## src/csr_pkg.sv

```systemverilog
// LoongArch-style 32-bit CSR layout, exception and timer subset only; no TLB registers exist
`default_nettype none

package csr_pkg;

    // basic widths
    localparam int csr_num_w = 14;
    localparam int xlen      = 32;

    // CSR numbers
    localparam logic [csr_num_w-1:0] csr_crmd   = 14'h0;
    localparam logic [csr_num_w-1:0] csr_prmd   = 14'h1;
    localparam logic [csr_num_w-1:0] csr_ecfg   = 14'h4;
    localparam logic [csr_num_w-1:0] csr_estat  = 14'h5;
    localparam logic [csr_num_w-1:0] csr_era    = 14'h6;
    localparam logic [csr_num_w-1:0] csr_badv   = 14'h7;
    localparam logic [csr_num_w-1:0] csr_eentry = 14'hc;
    localparam logic [csr_num_w-1:0] csr_save0  = 14'h30;
    localparam logic [csr_num_w-1:0] csr_save1  = 14'h31;
    localparam logic [csr_num_w-1:0] csr_save2  = 14'h32;
    localparam logic [csr_num_w-1:0] csr_save3  = 14'h33;
    localparam logic [csr_num_w-1:0] csr_tid    = 14'h40;
    localparam logic [csr_num_w-1:0] csr_tcfg   = 14'h41;
    localparam logic [csr_num_w-1:0] csr_tval   = 14'h42;
    localparam logic [csr_num_w-1:0] csr_ticlr  = 14'h44;

    // field positions
    localparam int crmd_plv_lo    = 0;   // also PPLV in PRMD
    localparam int crmd_ie_bit    = 2;
    localparam int crmd_da_bit    = 3;
    localparam int prmd_pie_bit   = 2;
    localparam int estat_ecode_lo = 16;
    localparam int estat_esub_lo  = 22;
    localparam int eentry_va_lo   = 6;
    localparam int tcfg_en_bit    = 0;
    localparam int tcfg_per_bit   = 1;
    localparam int tcfg_initv_lo  = 2;
    localparam int ticlr_clr_bit  = 0;

    // interrupt and exception widths
    localparam int int_w        = 13;
    localparam int hw_int_w     = 8;
    localparam int ecode_w      = 6;
    localparam int esub_w       = 9;
    localparam int plv_w        = 2;
    localparam int timer_is_bit = 11;
    localparam int ipi_is_bit   = 12;

    // local enable bit 10 has no source, so it stays zero
    localparam logic [int_w-1:0] ecfg_lie_mask = 13'h1bff;

    // exception codes
    localparam logic [ecode_w-1:0] ecode_ade     = 6'h8;
    localparam logic [ecode_w-1:0] ecode_ale     = 6'h9;
    localparam logic [esub_w-1:0]  esubcode_adef = 9'h0;

    localparam logic [xlen-1:0] timer_idle = 32'hffff_ffff; // stopped timer rests here

    // masked write: take new bits where mask is set, keep old bits elsewhere
    function automatic logic [xlen-1:0] masked_merge(input logic [xlen-1:0] old_val,
                                                     input logic [xlen-1:0] wvalue,
                                                     input logic [xlen-1:0] wmask);
        return (wmask & wvalue) | (~wmask & old_val);
    endfunction

endpackage

`default_nettype wire

```

## src/csr_mode_fsm.sv

```systemverilog
// CRMD/PRMD mode state; DA reads 1 and PG/DATF/DATM read 0, none of them writable
`timescale 1ns/1ns
`default_nettype none

module csr_mode_fsm (
    input  wire                          clk,
    input  wire                          resetn,
    input  wire                          wb_ex,
    input  wire                          ertn_flush,
    input  wire                          csr_we,
    input  wire [csr_pkg::csr_num_w-1:0] csr_num,
    input  wire [csr_pkg::xlen-1:0]      csr_wmask,
    input  wire [csr_pkg::xlen-1:0]      csr_wvalue,
    output logic                         crmd_ie,
    output logic [csr_pkg::xlen-1:0]     rdata
);
    import csr_pkg::*;

    // current mode and saved mode
    logic [plv_w-1:0] plv_q;
    logic             ie_q;
    logic [plv_w-1:0] pplv_q;
    logic             pie_q;

    logic [xlen-1:0] crmd_val;
    logic [xlen-1:0] prmd_val;
    logic [xlen-1:0] crmd_new;
    logic [xlen-1:0] prmd_new;
    logic            crmd_wr;
    logic            prmd_wr;

    assign crmd_wr = csr_we && (csr_num == csr_crmd);
    assign prmd_wr = csr_we && (csr_num == csr_prmd);

    always_comb begin
        crmd_val                           = '0;
        crmd_val[crmd_plv_lo +: plv_w]     = plv_q;
        crmd_val[crmd_ie_bit]              = ie_q;
        crmd_val[crmd_da_bit]              = 1'b1;  // direct address mode only
        prmd_val                           = '0;
        prmd_val[crmd_plv_lo +: plv_w]     = pplv_q;
        prmd_val[prmd_pie_bit]             = pie_q;
    end

    assign crmd_new = masked_merge(crmd_val, csr_wvalue, csr_wmask);
    assign prmd_new = masked_merge(prmd_val, csr_wvalue, csr_wmask);

    // current mode: entry drops to kernel with interrupts off, return restores
    always_ff @(posedge clk) begin
        if (!resetn) begin
            plv_q <= '0;
            ie_q  <= 1'b0;
        end else if (wb_ex) begin
            plv_q <= '0;
            ie_q  <= 1'b0;
        end else if (ertn_flush) begin
            plv_q <= pplv_q;
            ie_q  <= pie_q;
        end else if (crmd_wr) begin
            plv_q <= crmd_new[crmd_plv_lo +: plv_w];
            ie_q  <= crmd_new[crmd_ie_bit];
        end
    end

    // saved mode, captured on entry
    always_ff @(posedge clk) begin
        if (!resetn) begin
            pplv_q <= '0;
            pie_q  <= 1'b0;
        end else if (wb_ex) begin
            pplv_q <= plv_q;
            pie_q  <= ie_q;
        end else if (prmd_wr) begin
            pplv_q <= prmd_new[crmd_plv_lo +: plv_w];
            pie_q  <= prmd_new[prmd_pie_bit];
        end
    end

    assign crmd_ie = ie_q;

    assign rdata = (csr_num == csr_crmd) ? crmd_val :
                   (csr_num == csr_prmd) ? prmd_val : '0;

endmodule

`default_nettype wire

```

## src/csr_timer.sv

```systemverilog
// TCFG and TVAL; count is initval*4 and a one-shot timer parks at all ones until rewritten
`timescale 1ns/1ns
`default_nettype none

module csr_timer (
    input  wire                          clk,
    input  wire                          resetn,
    input  wire                          csr_we,
    input  wire [csr_pkg::csr_num_w-1:0] csr_num,
    input  wire [csr_pkg::xlen-1:0]      csr_wmask,
    input  wire [csr_pkg::xlen-1:0]      csr_wvalue,
    output logic                         timer_zero,
    output logic [csr_pkg::xlen-1:0]     rdata
);
    import csr_pkg::*;

    logic                          tcfg_en;
    logic                          tcfg_per;
    logic [xlen-tcfg_initv_lo-1:0] tcfg_initv;
    logic [xlen-1:0]               timer_cnt;

    logic [xlen-1:0] tcfg_val;
    logic [xlen-1:0] tcfg_next;  // TCFG value after this cycle's write
    logic            tcfg_wr;

    assign tcfg_wr = csr_we && (csr_num == csr_tcfg);

    always_comb begin
        tcfg_val                                     = '0;
        tcfg_val[tcfg_en_bit]                        = tcfg_en;
        tcfg_val[tcfg_per_bit]                       = tcfg_per;
        tcfg_val[xlen-1:tcfg_initv_lo]               = tcfg_initv;
    end

    assign tcfg_next = masked_merge(tcfg_val, csr_wvalue, csr_wmask);

    always_ff @(posedge clk) begin
        if (!resetn) begin
            tcfg_en    <= 1'b0;
            tcfg_per   <= 1'b0;
            tcfg_initv <= '0;
        end else if (tcfg_wr) begin
            tcfg_en    <= tcfg_next[tcfg_en_bit];
            tcfg_per   <= tcfg_next[tcfg_per_bit];
            tcfg_initv <= tcfg_next[xlen-1:tcfg_initv_lo];
        end
    end

    // down counter
    // a write that leaves enable set restarts the count at the same edge
    always_ff @(posedge clk) begin
        if (!resetn) begin
            timer_cnt <= timer_idle;
        end else if (tcfg_wr && tcfg_next[tcfg_en_bit]) begin
            timer_cnt <= {tcfg_next[xlen-1:tcfg_initv_lo], {tcfg_initv_lo{1'b0}}};
        end else if (tcfg_en && (timer_cnt != timer_idle)) begin
            if (timer_cnt == '0) begin
                if (tcfg_per)
                    timer_cnt <= {tcfg_initv, {tcfg_initv_lo{1'b0}}};  // periodic reload
                else
                    timer_cnt <= timer_idle;  // one-shot, stop
            end else begin
                timer_cnt <= timer_cnt - 32'd1;
            end
        end
    end

    assign timer_zero = (timer_cnt == '0);

    always_comb begin
        case (csr_num)
            csr_tcfg: rdata = tcfg_val;
            csr_tval: rdata = timer_cnt;
            default:  rdata = '0;
        endcase
    end

endmodule

`default_nettype wire

```

## src/csr_exc_regs.sv

```systemverilog
// ECFG/ESTAT/ERA/BADV/EENTRY; ERA, BADV and EENTRY come up unknown, TICLR reads zero
`timescale 1ns/1ns
`default_nettype none

module csr_exc_regs (
    input  wire                          clk,
    input  wire                          resetn,
    input  wire                          csr_we,
    input  wire [csr_pkg::csr_num_w-1:0] csr_num,
    input  wire [csr_pkg::xlen-1:0]      csr_wmask,
    input  wire [csr_pkg::xlen-1:0]      csr_wvalue,
    input  wire                          wb_ex,
    input  wire [csr_pkg::ecode_w-1:0]   wb_ecode,
    input  wire [csr_pkg::esub_w-1:0]    wb_esubcode,
    input  wire [csr_pkg::xlen-1:0]      wb_pc,
    input  wire [csr_pkg::xlen-1:0]      wb_vaddr,
    input  wire [csr_pkg::hw_int_w-1:0]  hw_int_in,
    input  wire                          ipi_int_in,
    input  wire                          crmd_ie,
    input  wire                          timer_zero,
    output logic                         has_int,
    output logic [csr_pkg::xlen-1:0]     rdata
);
    import csr_pkg::*;

    logic [int_w-1:0]               ecfg_lie;
    logic [int_w-1:0]               estat_is;
    logic [ecode_w-1:0]             estat_ecode;
    logic [esub_w-1:0]              estat_esub;
    logic [xlen-1:0]                era_pc;
    logic [xlen-1:0]                badv_addr;
    logic [xlen-eentry_va_lo-1:0]   eentry_va;

    logic [xlen-1:0] estat_val;
    logic [xlen-1:0] eentry_val;
    logic [xlen-1:0] wr_merged;   // write data merged over the addressed register
    logic            ticlr_hit;
    logic            addr_err;
    logic            adef;

    always_comb begin
        estat_val                              = '0;
        estat_val[int_w-1:0]                   = estat_is;
        estat_val[estat_ecode_lo +: ecode_w]   = estat_ecode;
        estat_val[estat_esub_lo +: esub_w]     = estat_esub;
    end

    assign eentry_val = {eentry_va, {eentry_va_lo{1'b0}}};

    assign wr_merged = masked_merge(rdata, csr_wvalue, csr_wmask);

    assign ticlr_hit = csr_we && (csr_num == csr_ticlr)
                       && csr_wmask[ticlr_clr_bit] && csr_wvalue[ticlr_clr_bit];

    assign addr_err = (wb_ecode == ecode_ade) || (wb_ecode == ecode_ale);
    assign adef     = (wb_ecode == ecode_ade) && (wb_esubcode == esubcode_adef);

    always_ff @(posedge clk) begin
        if (!resetn)
            ecfg_lie <= '0;
        else if (csr_we && (csr_num == csr_ecfg))
            ecfg_lie <= wr_merged[int_w-1:0] & ecfg_lie_mask;
    end

    // interrupt status
    always_ff @(posedge clk) begin
        if (!resetn) begin
            estat_is <= '0;
        end else begin
            if (csr_we && (csr_num == csr_estat))
                estat_is[1:0] <= wr_merged[1:0];  // software interrupts
            estat_is[2 +: hw_int_w] <= hw_int_in;
            estat_is[2 + hw_int_w]  <= 1'b0;
            if (timer_zero)
                estat_is[timer_is_bit] <= 1'b1;  // set beats clear
            else if (ticlr_hit)
                estat_is[timer_is_bit] <= 1'b0;
            estat_is[ipi_is_bit] <= ipi_int_in;
        end
    end

    // exception cause
    always_ff @(posedge clk) begin
        if (!resetn) begin
            estat_ecode <= '0;
            estat_esub  <= '0;
        end else if (wb_ex) begin
            estat_ecode <= wb_ecode;
            estat_esub  <= wb_esubcode;
        end
    end

    always_ff @(posedge clk) begin
        if (wb_ex)
            era_pc <= wb_pc;
        else if (csr_we && (csr_num == csr_era))
            era_pc <= wr_merged;

        if (wb_ex && addr_err)
            badv_addr <= adef ? wb_pc : wb_vaddr;  // fetch fault reports the pc
        else if (csr_we && (csr_num == csr_badv))
            badv_addr <= wr_merged;

        if (csr_we && (csr_num == csr_eentry))
            eentry_va <= wr_merged[xlen-1:eentry_va_lo];
    end

    assign has_int = crmd_ie && (|(estat_is & ecfg_lie));

    always_comb begin
        case (csr_num)
            csr_ecfg:   rdata = {{(xlen-int_w){1'b0}}, ecfg_lie};
            csr_estat:  rdata = estat_val;
            csr_era:    rdata = era_pc;
            csr_badv:   rdata = badv_addr;
            csr_eentry: rdata = eentry_val;
            default:    rdata = '0;  // includes TICLR
        endcase
    end

endmodule

`default_nettype wire

```

## src/csr_save_bank.sv

```systemverilog
// SAVE0-3 scratch words start unknown after reset, TID starts at zero
`timescale 1ns/1ns
`default_nettype none

module csr_save_bank (
    input  wire                          clk,
    input  wire                          resetn,
    input  wire                          csr_we,
    input  wire [csr_pkg::csr_num_w-1:0] csr_num,
    input  wire [csr_pkg::xlen-1:0]      csr_wmask,
    input  wire [csr_pkg::xlen-1:0]      csr_wvalue,
    output logic [csr_pkg::xlen-1:0]     rdata
);
    import csr_pkg::*;

    logic [xlen-1:0] save_q [4];
    logic [xlen-1:0] tid_q;
    logic [1:0]      save_sel;
    logic            save_hit;

    // which scratch word, if any
    always_comb begin
        save_hit = 1'b1;
        save_sel = 2'd0;
        case (csr_num)
            csr_save0: save_sel = 2'd0;
            csr_save1: save_sel = 2'd1;
            csr_save2: save_sel = 2'd2;
            csr_save3: save_sel = 2'd3;
            default:   save_hit = 1'b0;
        endcase
    end

    always_ff @(posedge clk) begin
        if (csr_we && save_hit)
            save_q[save_sel] <= masked_merge(save_q[save_sel], csr_wvalue, csr_wmask);
    end

    always_ff @(posedge clk) begin
        if (!resetn)
            tid_q <= '0;
        else if (csr_we && (csr_num == csr_tid))
            tid_q <= masked_merge(tid_q, csr_wvalue, csr_wmask);
    end

    assign rdata = save_hit              ? save_q[save_sel] :
                   (csr_num == csr_tid)  ? tid_q            : '0;

endmodule

`default_nettype wire

```

## src/csr_file_top.sv

```systemverilog
// CSR file top; csr_re is accepted for pipeline compatibility, reads are always live
`timescale 1ns/1ns
`default_nettype none

module csr_file_top (
    input  wire                          clk,
    input  wire                          resetn,
    input  wire                          csr_re,
    input  wire [csr_pkg::csr_num_w-1:0] csr_num,
    output logic [csr_pkg::xlen-1:0]     csr_rvalue,
    input  wire                          csr_we,
    input  wire [csr_pkg::xlen-1:0]      csr_wmask,
    input  wire [csr_pkg::xlen-1:0]      csr_wvalue,
    input  wire                          wb_ex,
    input  wire [csr_pkg::ecode_w-1:0]   wb_ecode,
    input  wire [csr_pkg::esub_w-1:0]    wb_esubcode,
    input  wire [csr_pkg::xlen-1:0]      wb_pc,
    input  wire [csr_pkg::xlen-1:0]      wb_vaddr,
    input  wire                          ertn_flush,
    input  wire [csr_pkg::hw_int_w-1:0]  hw_int_in,
    input  wire                          ipi_int_in,
    output logic                         has_int
);
    import csr_pkg::*;

    logic            crmd_ie;
    logic            timer_zero;
    logic [xlen-1:0] mode_rdata;
    logic [xlen-1:0] timer_rdata;
    logic [xlen-1:0] exc_rdata;
    logic [xlen-1:0] save_rdata;

    csr_mode_fsm u_mode (
        .clk        (clk),
        .resetn     (resetn),
        .wb_ex      (wb_ex),
        .ertn_flush (ertn_flush),
        .csr_we     (csr_we),
        .csr_num    (csr_num),
        .csr_wmask  (csr_wmask),
        .csr_wvalue (csr_wvalue),
        .crmd_ie    (crmd_ie),
        .rdata      (mode_rdata)
    );

    csr_timer u_timer (
        .clk        (clk),
        .resetn     (resetn),
        .csr_we     (csr_we),
        .csr_num    (csr_num),
        .csr_wmask  (csr_wmask),
        .csr_wvalue (csr_wvalue),
        .timer_zero (timer_zero),
        .rdata      (timer_rdata)
    );

    csr_exc_regs u_exc (
        .clk         (clk),
        .resetn      (resetn),
        .csr_we      (csr_we),
        .csr_num     (csr_num),
        .csr_wmask   (csr_wmask),
        .csr_wvalue  (csr_wvalue),
        .wb_ex       (wb_ex),
        .wb_ecode    (wb_ecode),
        .wb_esubcode (wb_esubcode),
        .wb_pc       (wb_pc),
        .wb_vaddr    (wb_vaddr),
        .hw_int_in   (hw_int_in),
        .ipi_int_in  (ipi_int_in),
        .crmd_ie     (crmd_ie),
        .timer_zero  (timer_zero),
        .has_int     (has_int),
        .rdata       (exc_rdata)
    );

    csr_save_bank u_save (
        .clk        (clk),
        .resetn     (resetn),
        .csr_we     (csr_we),
        .csr_num    (csr_num),
        .csr_wmask  (csr_wmask),
        .csr_wvalue (csr_wvalue),
        .rdata      (save_rdata)
    );

    // each group drives zero for numbers it does not own
    assign csr_rvalue = mode_rdata | timer_rdata | exc_rdata | save_rdata;

endmodule

`default_nettype wire

```

## config.mk

```make
export PLATFORM = sky130hd
export DESIGN_NAME = csr_file_top
export DESIGN_NICKNAME = d
export VERILOG_FILES = /design/src/csr_pkg.sv /design/src/csr_mode_fsm.sv /design/src/csr_timer.sv /design/src/csr_exc_regs.sv /design/src/csr_save_bank.sv /design/src/csr_file_top.sv
export SDC_FILE = /design/constraint.sdc
export NUM_CORES = 1
export LEC_CHECK = 0
export BUFFER_PORTS_ARGS = -buffer_cell sky130_fd_sc_hd__buf_4
export CORE_ASPECT_RATIO = 1.25
export CORE_UTILIZATION = 50
export CTS_CLUSTER_SIZE = 14
export DETAILED_ROUTE_END_ITERATION = 6
export PLACE_DENSITY = 0.76
export SLEW_MARGIN = 20
export SYNTH_ARGS = -nofsm -noshare
export SYNTH_HDL_FRONTEND = slang
export SYNTH_SLANG_ARGS = --single-unit
```

## constraint.sdc

```tcl
create_clock -name clk -period 2.6 [get_ports clk]
set_input_delay 0.26 -clock clk [delete_from_list [all_inputs] [get_ports clk]]
set_output_delay 0.26 -clock clk [all_outputs]
set_load 0.01 [all_outputs]
```

==> results_dict.tcl <==
set metrics [dict create \
    path_clk_slew_ps 60 \
    yosys_warnings 0 \
    portBuffers 203 \
    grt_pass1_vias 16500 \
    status "complete, no violations" \
    holdWs_ps 12.7 \
    rows 78 \
    fin_crit_sh_pct 98.3 \
    final_area_sq_um 23500 \
    dr_total_vias 16700 \
    met1_length_mm 22.5 \
    syn2layout_area_growth_pct 25.9 \
    finClkSkew_ps 16.2 \
    slew_violations 0 \
    syn_avg_cell_area_sq_um 10.1 \
    yosys.area_share.adder_pct 0.201 \
    route.top_layer_used "met4" \
    synthCells 1842 \
    routed_via_density 6.35 \
    synth_edf_count 218 \
    ios 205 \
    worstPathRequired_ps 2340 \
    cts-root-buf "clkbuf_16" \
    grt_use_total_pct 32.0 \
    ys_ff_latch 359 \
    setup.worst_path.end_class "output pin" \
    tightestPinTransition_ps 754 \
    synthSimpleGateAreaFrac_pct 14.2 \
    period_minus_slack_ps 2560 \
    cts_buffers 38 \
    ys_seq_area_share_pct 50.2 \
    synth_top_family_by_area "compound AO/OA/AOI/OAI gates" \
    firstDrtPassIters 6 \
    crit_fanout 2 \
    die_y_microns 218 \
    powerDensity_nw_per_um2 544 \
    cts.sinks 359 \
    grt_overflow 0 \
    initial_core_util_pct 51.1 \
    dp.final_hpwl_mm 43.7 \
    drv_cap 0 \
    setup_violations 0 \
    syn-cell-area_sq_um 18700 \
    rsz0062_at_grt "yes" \
    htree_levels 2 \
    gp_congestion 0.944 \
    final_nets 2298 \
    critical_path_class "reg2out" \
    drtIter0Drc 1694 \
    grt_max_degree 45 \
    hold_class "in2reg" \
    leakagePower_nw 8.89 \
    wl_mm 62.0 \
    grt_first_pass_wirelength_mm 92.7 \
    ys.flop_type "edfxtp_1" \
    wl_met3_mm 3.91 \
    cp.arrival_ps 2300 \
    clock.fmax_mhz 391 \
    synth_mux_area_share_pct 10.9 \
    syn-num-nets 2017 \
    wl_per_cell_microns 23.5 \
    async_reset_ff_share_pct 0 \
    cts_tree "done" \
    hold_viol_final 0 \
    placed_cell_area_sq_um 21600 \
    drc_errors 0 \
    fillers 2865 \
    clk_latency_ps 550 \
    detail-route-antenna-nets 0 \
    met2RoutedLength_mm 30.8 \
    synthXorXnorAreaFrac_pct 0.469 \
    antenna_found_initial 3 \
    final_layout_size_suffix_gt1_share_pct 25.5 \
    synth_cell_types 78 \
    cts_max_path_buffers 3 \
    synth-compound-area-share_pct 19.3 \
    irDropWorstVdd_v 0.000421 \
    dieArea_sq_um 38100 \
    core_area_sq_um 36500 \
    die_w_microns 175 \
    worstSetupStartpointType "flop" \
    relSlewSlack_pct 49.7 \
]
[layer usage]
metal,global-route usage (%),up-vias
met5,0,-
met4,24.2,0
met3,3.49,209
met2,55.3,848
met1,36.4,8182
li1,-,7504
[kinds of logic (layout without fill, tap and decap cells)]
kind of cell | after synthesis | count (layout)
AOI/OAI and AO/OA | 548 | 548
adders and majority gates | 3 | 3
DFF | 359 | 359
buffers and inverters | 210 | 521
muxes | 178 | 178
xor gates and xnor gates | 10 | 10
and+or+nand+nor | 534 | 534
other | 0 | 3
[Yosys cell counts (all sizes together), types with 7 or more instances]
cell	number	area share [%]
inv	47	0.95
a221oi	28	1.3
o211ai	15	0.66
nor2	112	2.3
nor4	20	1.0
nand2b	9	0.30
mux2	77	4.6
a211oi	23	0.93
and2	16	0.54
a22o	43	2.0
or4	10	0.44
nor2b	26	0.87
nor3	19	0.62
a32oi	9	0.42
mux4	13	1.6
edfxtp	218	35
clkbuf	114	2.4
buf	47	1.3
nand2	190	3.8
a22oi	83	3.3
a21oi	155	4.2
nand4	20	0.67
nand3	76	2.1
o31ai	9	0.36
mux2i	88	4.7
a31oi	12	0.40
a21o	28	1.1
dfxtp	141	15
o221ai	7	0.33
o21ai	105	2.8
nand3b	9	0.36
[layout by cell type, fill, tap and decap left out, types with 12 or more instances in the layout]
cell,count
a211oi_1,23
a21o_1,28
a21oi_1,155
a221oi_1,25
a22o_1,43
a22oi_1,79
a31oi_1,12
and2_1,15
buf_12,29
buf_4,319
clkbuf_16,38
dfxtp_1,141
dlygate4sd3_1,54
edfxtp_1,218
inv_1,47
mux2_2,77
mux2i_1,88
mux4_2,13
nand2_1,187
nand3_1,75
nand4_1,20
nor2_1,106
nor2b_1,23
nor3_1,16
nor4_1,14
o211ai_1,13
o21ai_0,92
o21ai_1,12
[final cells by class]
| type | instances | area [sq um] | share of cell area (%) |
|---|---|---|---|
| Clock inverter | 15 | 149 | 0.634 |
| Sequential cell | 359 | 9370 | 39.9 |
| Inverter | 48 | 180 | 0.767 |
| Antenna cell | 3 | 7.51 | 0.0320 |
| Multi-Input combinational cell | 1273 | 8550 | 36.4 |
| Timing Repair Buffer | 403 | 3530 | 15.0 |
| Clock buffer | 55 | 1100 | 4.69 |
| Tap cell | 480 | 601 | 2.56 |
[critical path: stages, from the launching register on]
cell and delay (ps):
edfxtp_1 410, mux4_2 470, a22oi_1 220, nor2_1 80, a221oi_2 250, nand3_1 150, buf_4 170
[power by group]
group,switching (mW),internal (mW)
logic,0.597,0.515
clock network,2.32,3.17
registers,0.0402,6.12
total,2.96,9.81
[what timing repair did]
item | in CTS | in global routing
endpoints found under the hold margin | 73 | 0
pin swaps | 0 | 4
hold buffers | 54 | 0
endpoints found under the setup margin | 3 | 18
setup buffers | 0 | 5
gates resized for setup | 3 | 10
[path summary, 6_finish.rpt]
check	start	to	slack, ps	depth (start not counted)
max	u_save.save_q[2][1]	csr_rvalue[1]	40	6
min	csr_wvalue[20]	u_timer.tcfg_initv[18]	10	3
max reg2reg	u_timer.timer_cnt[4]	u_timer.timer_cnt[18]	160	6
min reg2reg	flop	flop	450	2
[stage by stage]
step	cells	utilization (%)	total power [mW]	TNS, ps	worst slack (ps)
after floorplan	1842	-	6.79	-16970	-271
after global placement	2504	59.1	7.27	0	110
after detailed placement	2504	59.1	7.30	0	91.6
after CTS	2628	64.0	12.8	0	9.06
after global routing	2636	64.3	13.1	-78.8	-61.6
final	2636	64.3	12.8	0	44.3
Note: power is estimated with default switching activity, not from simulation.
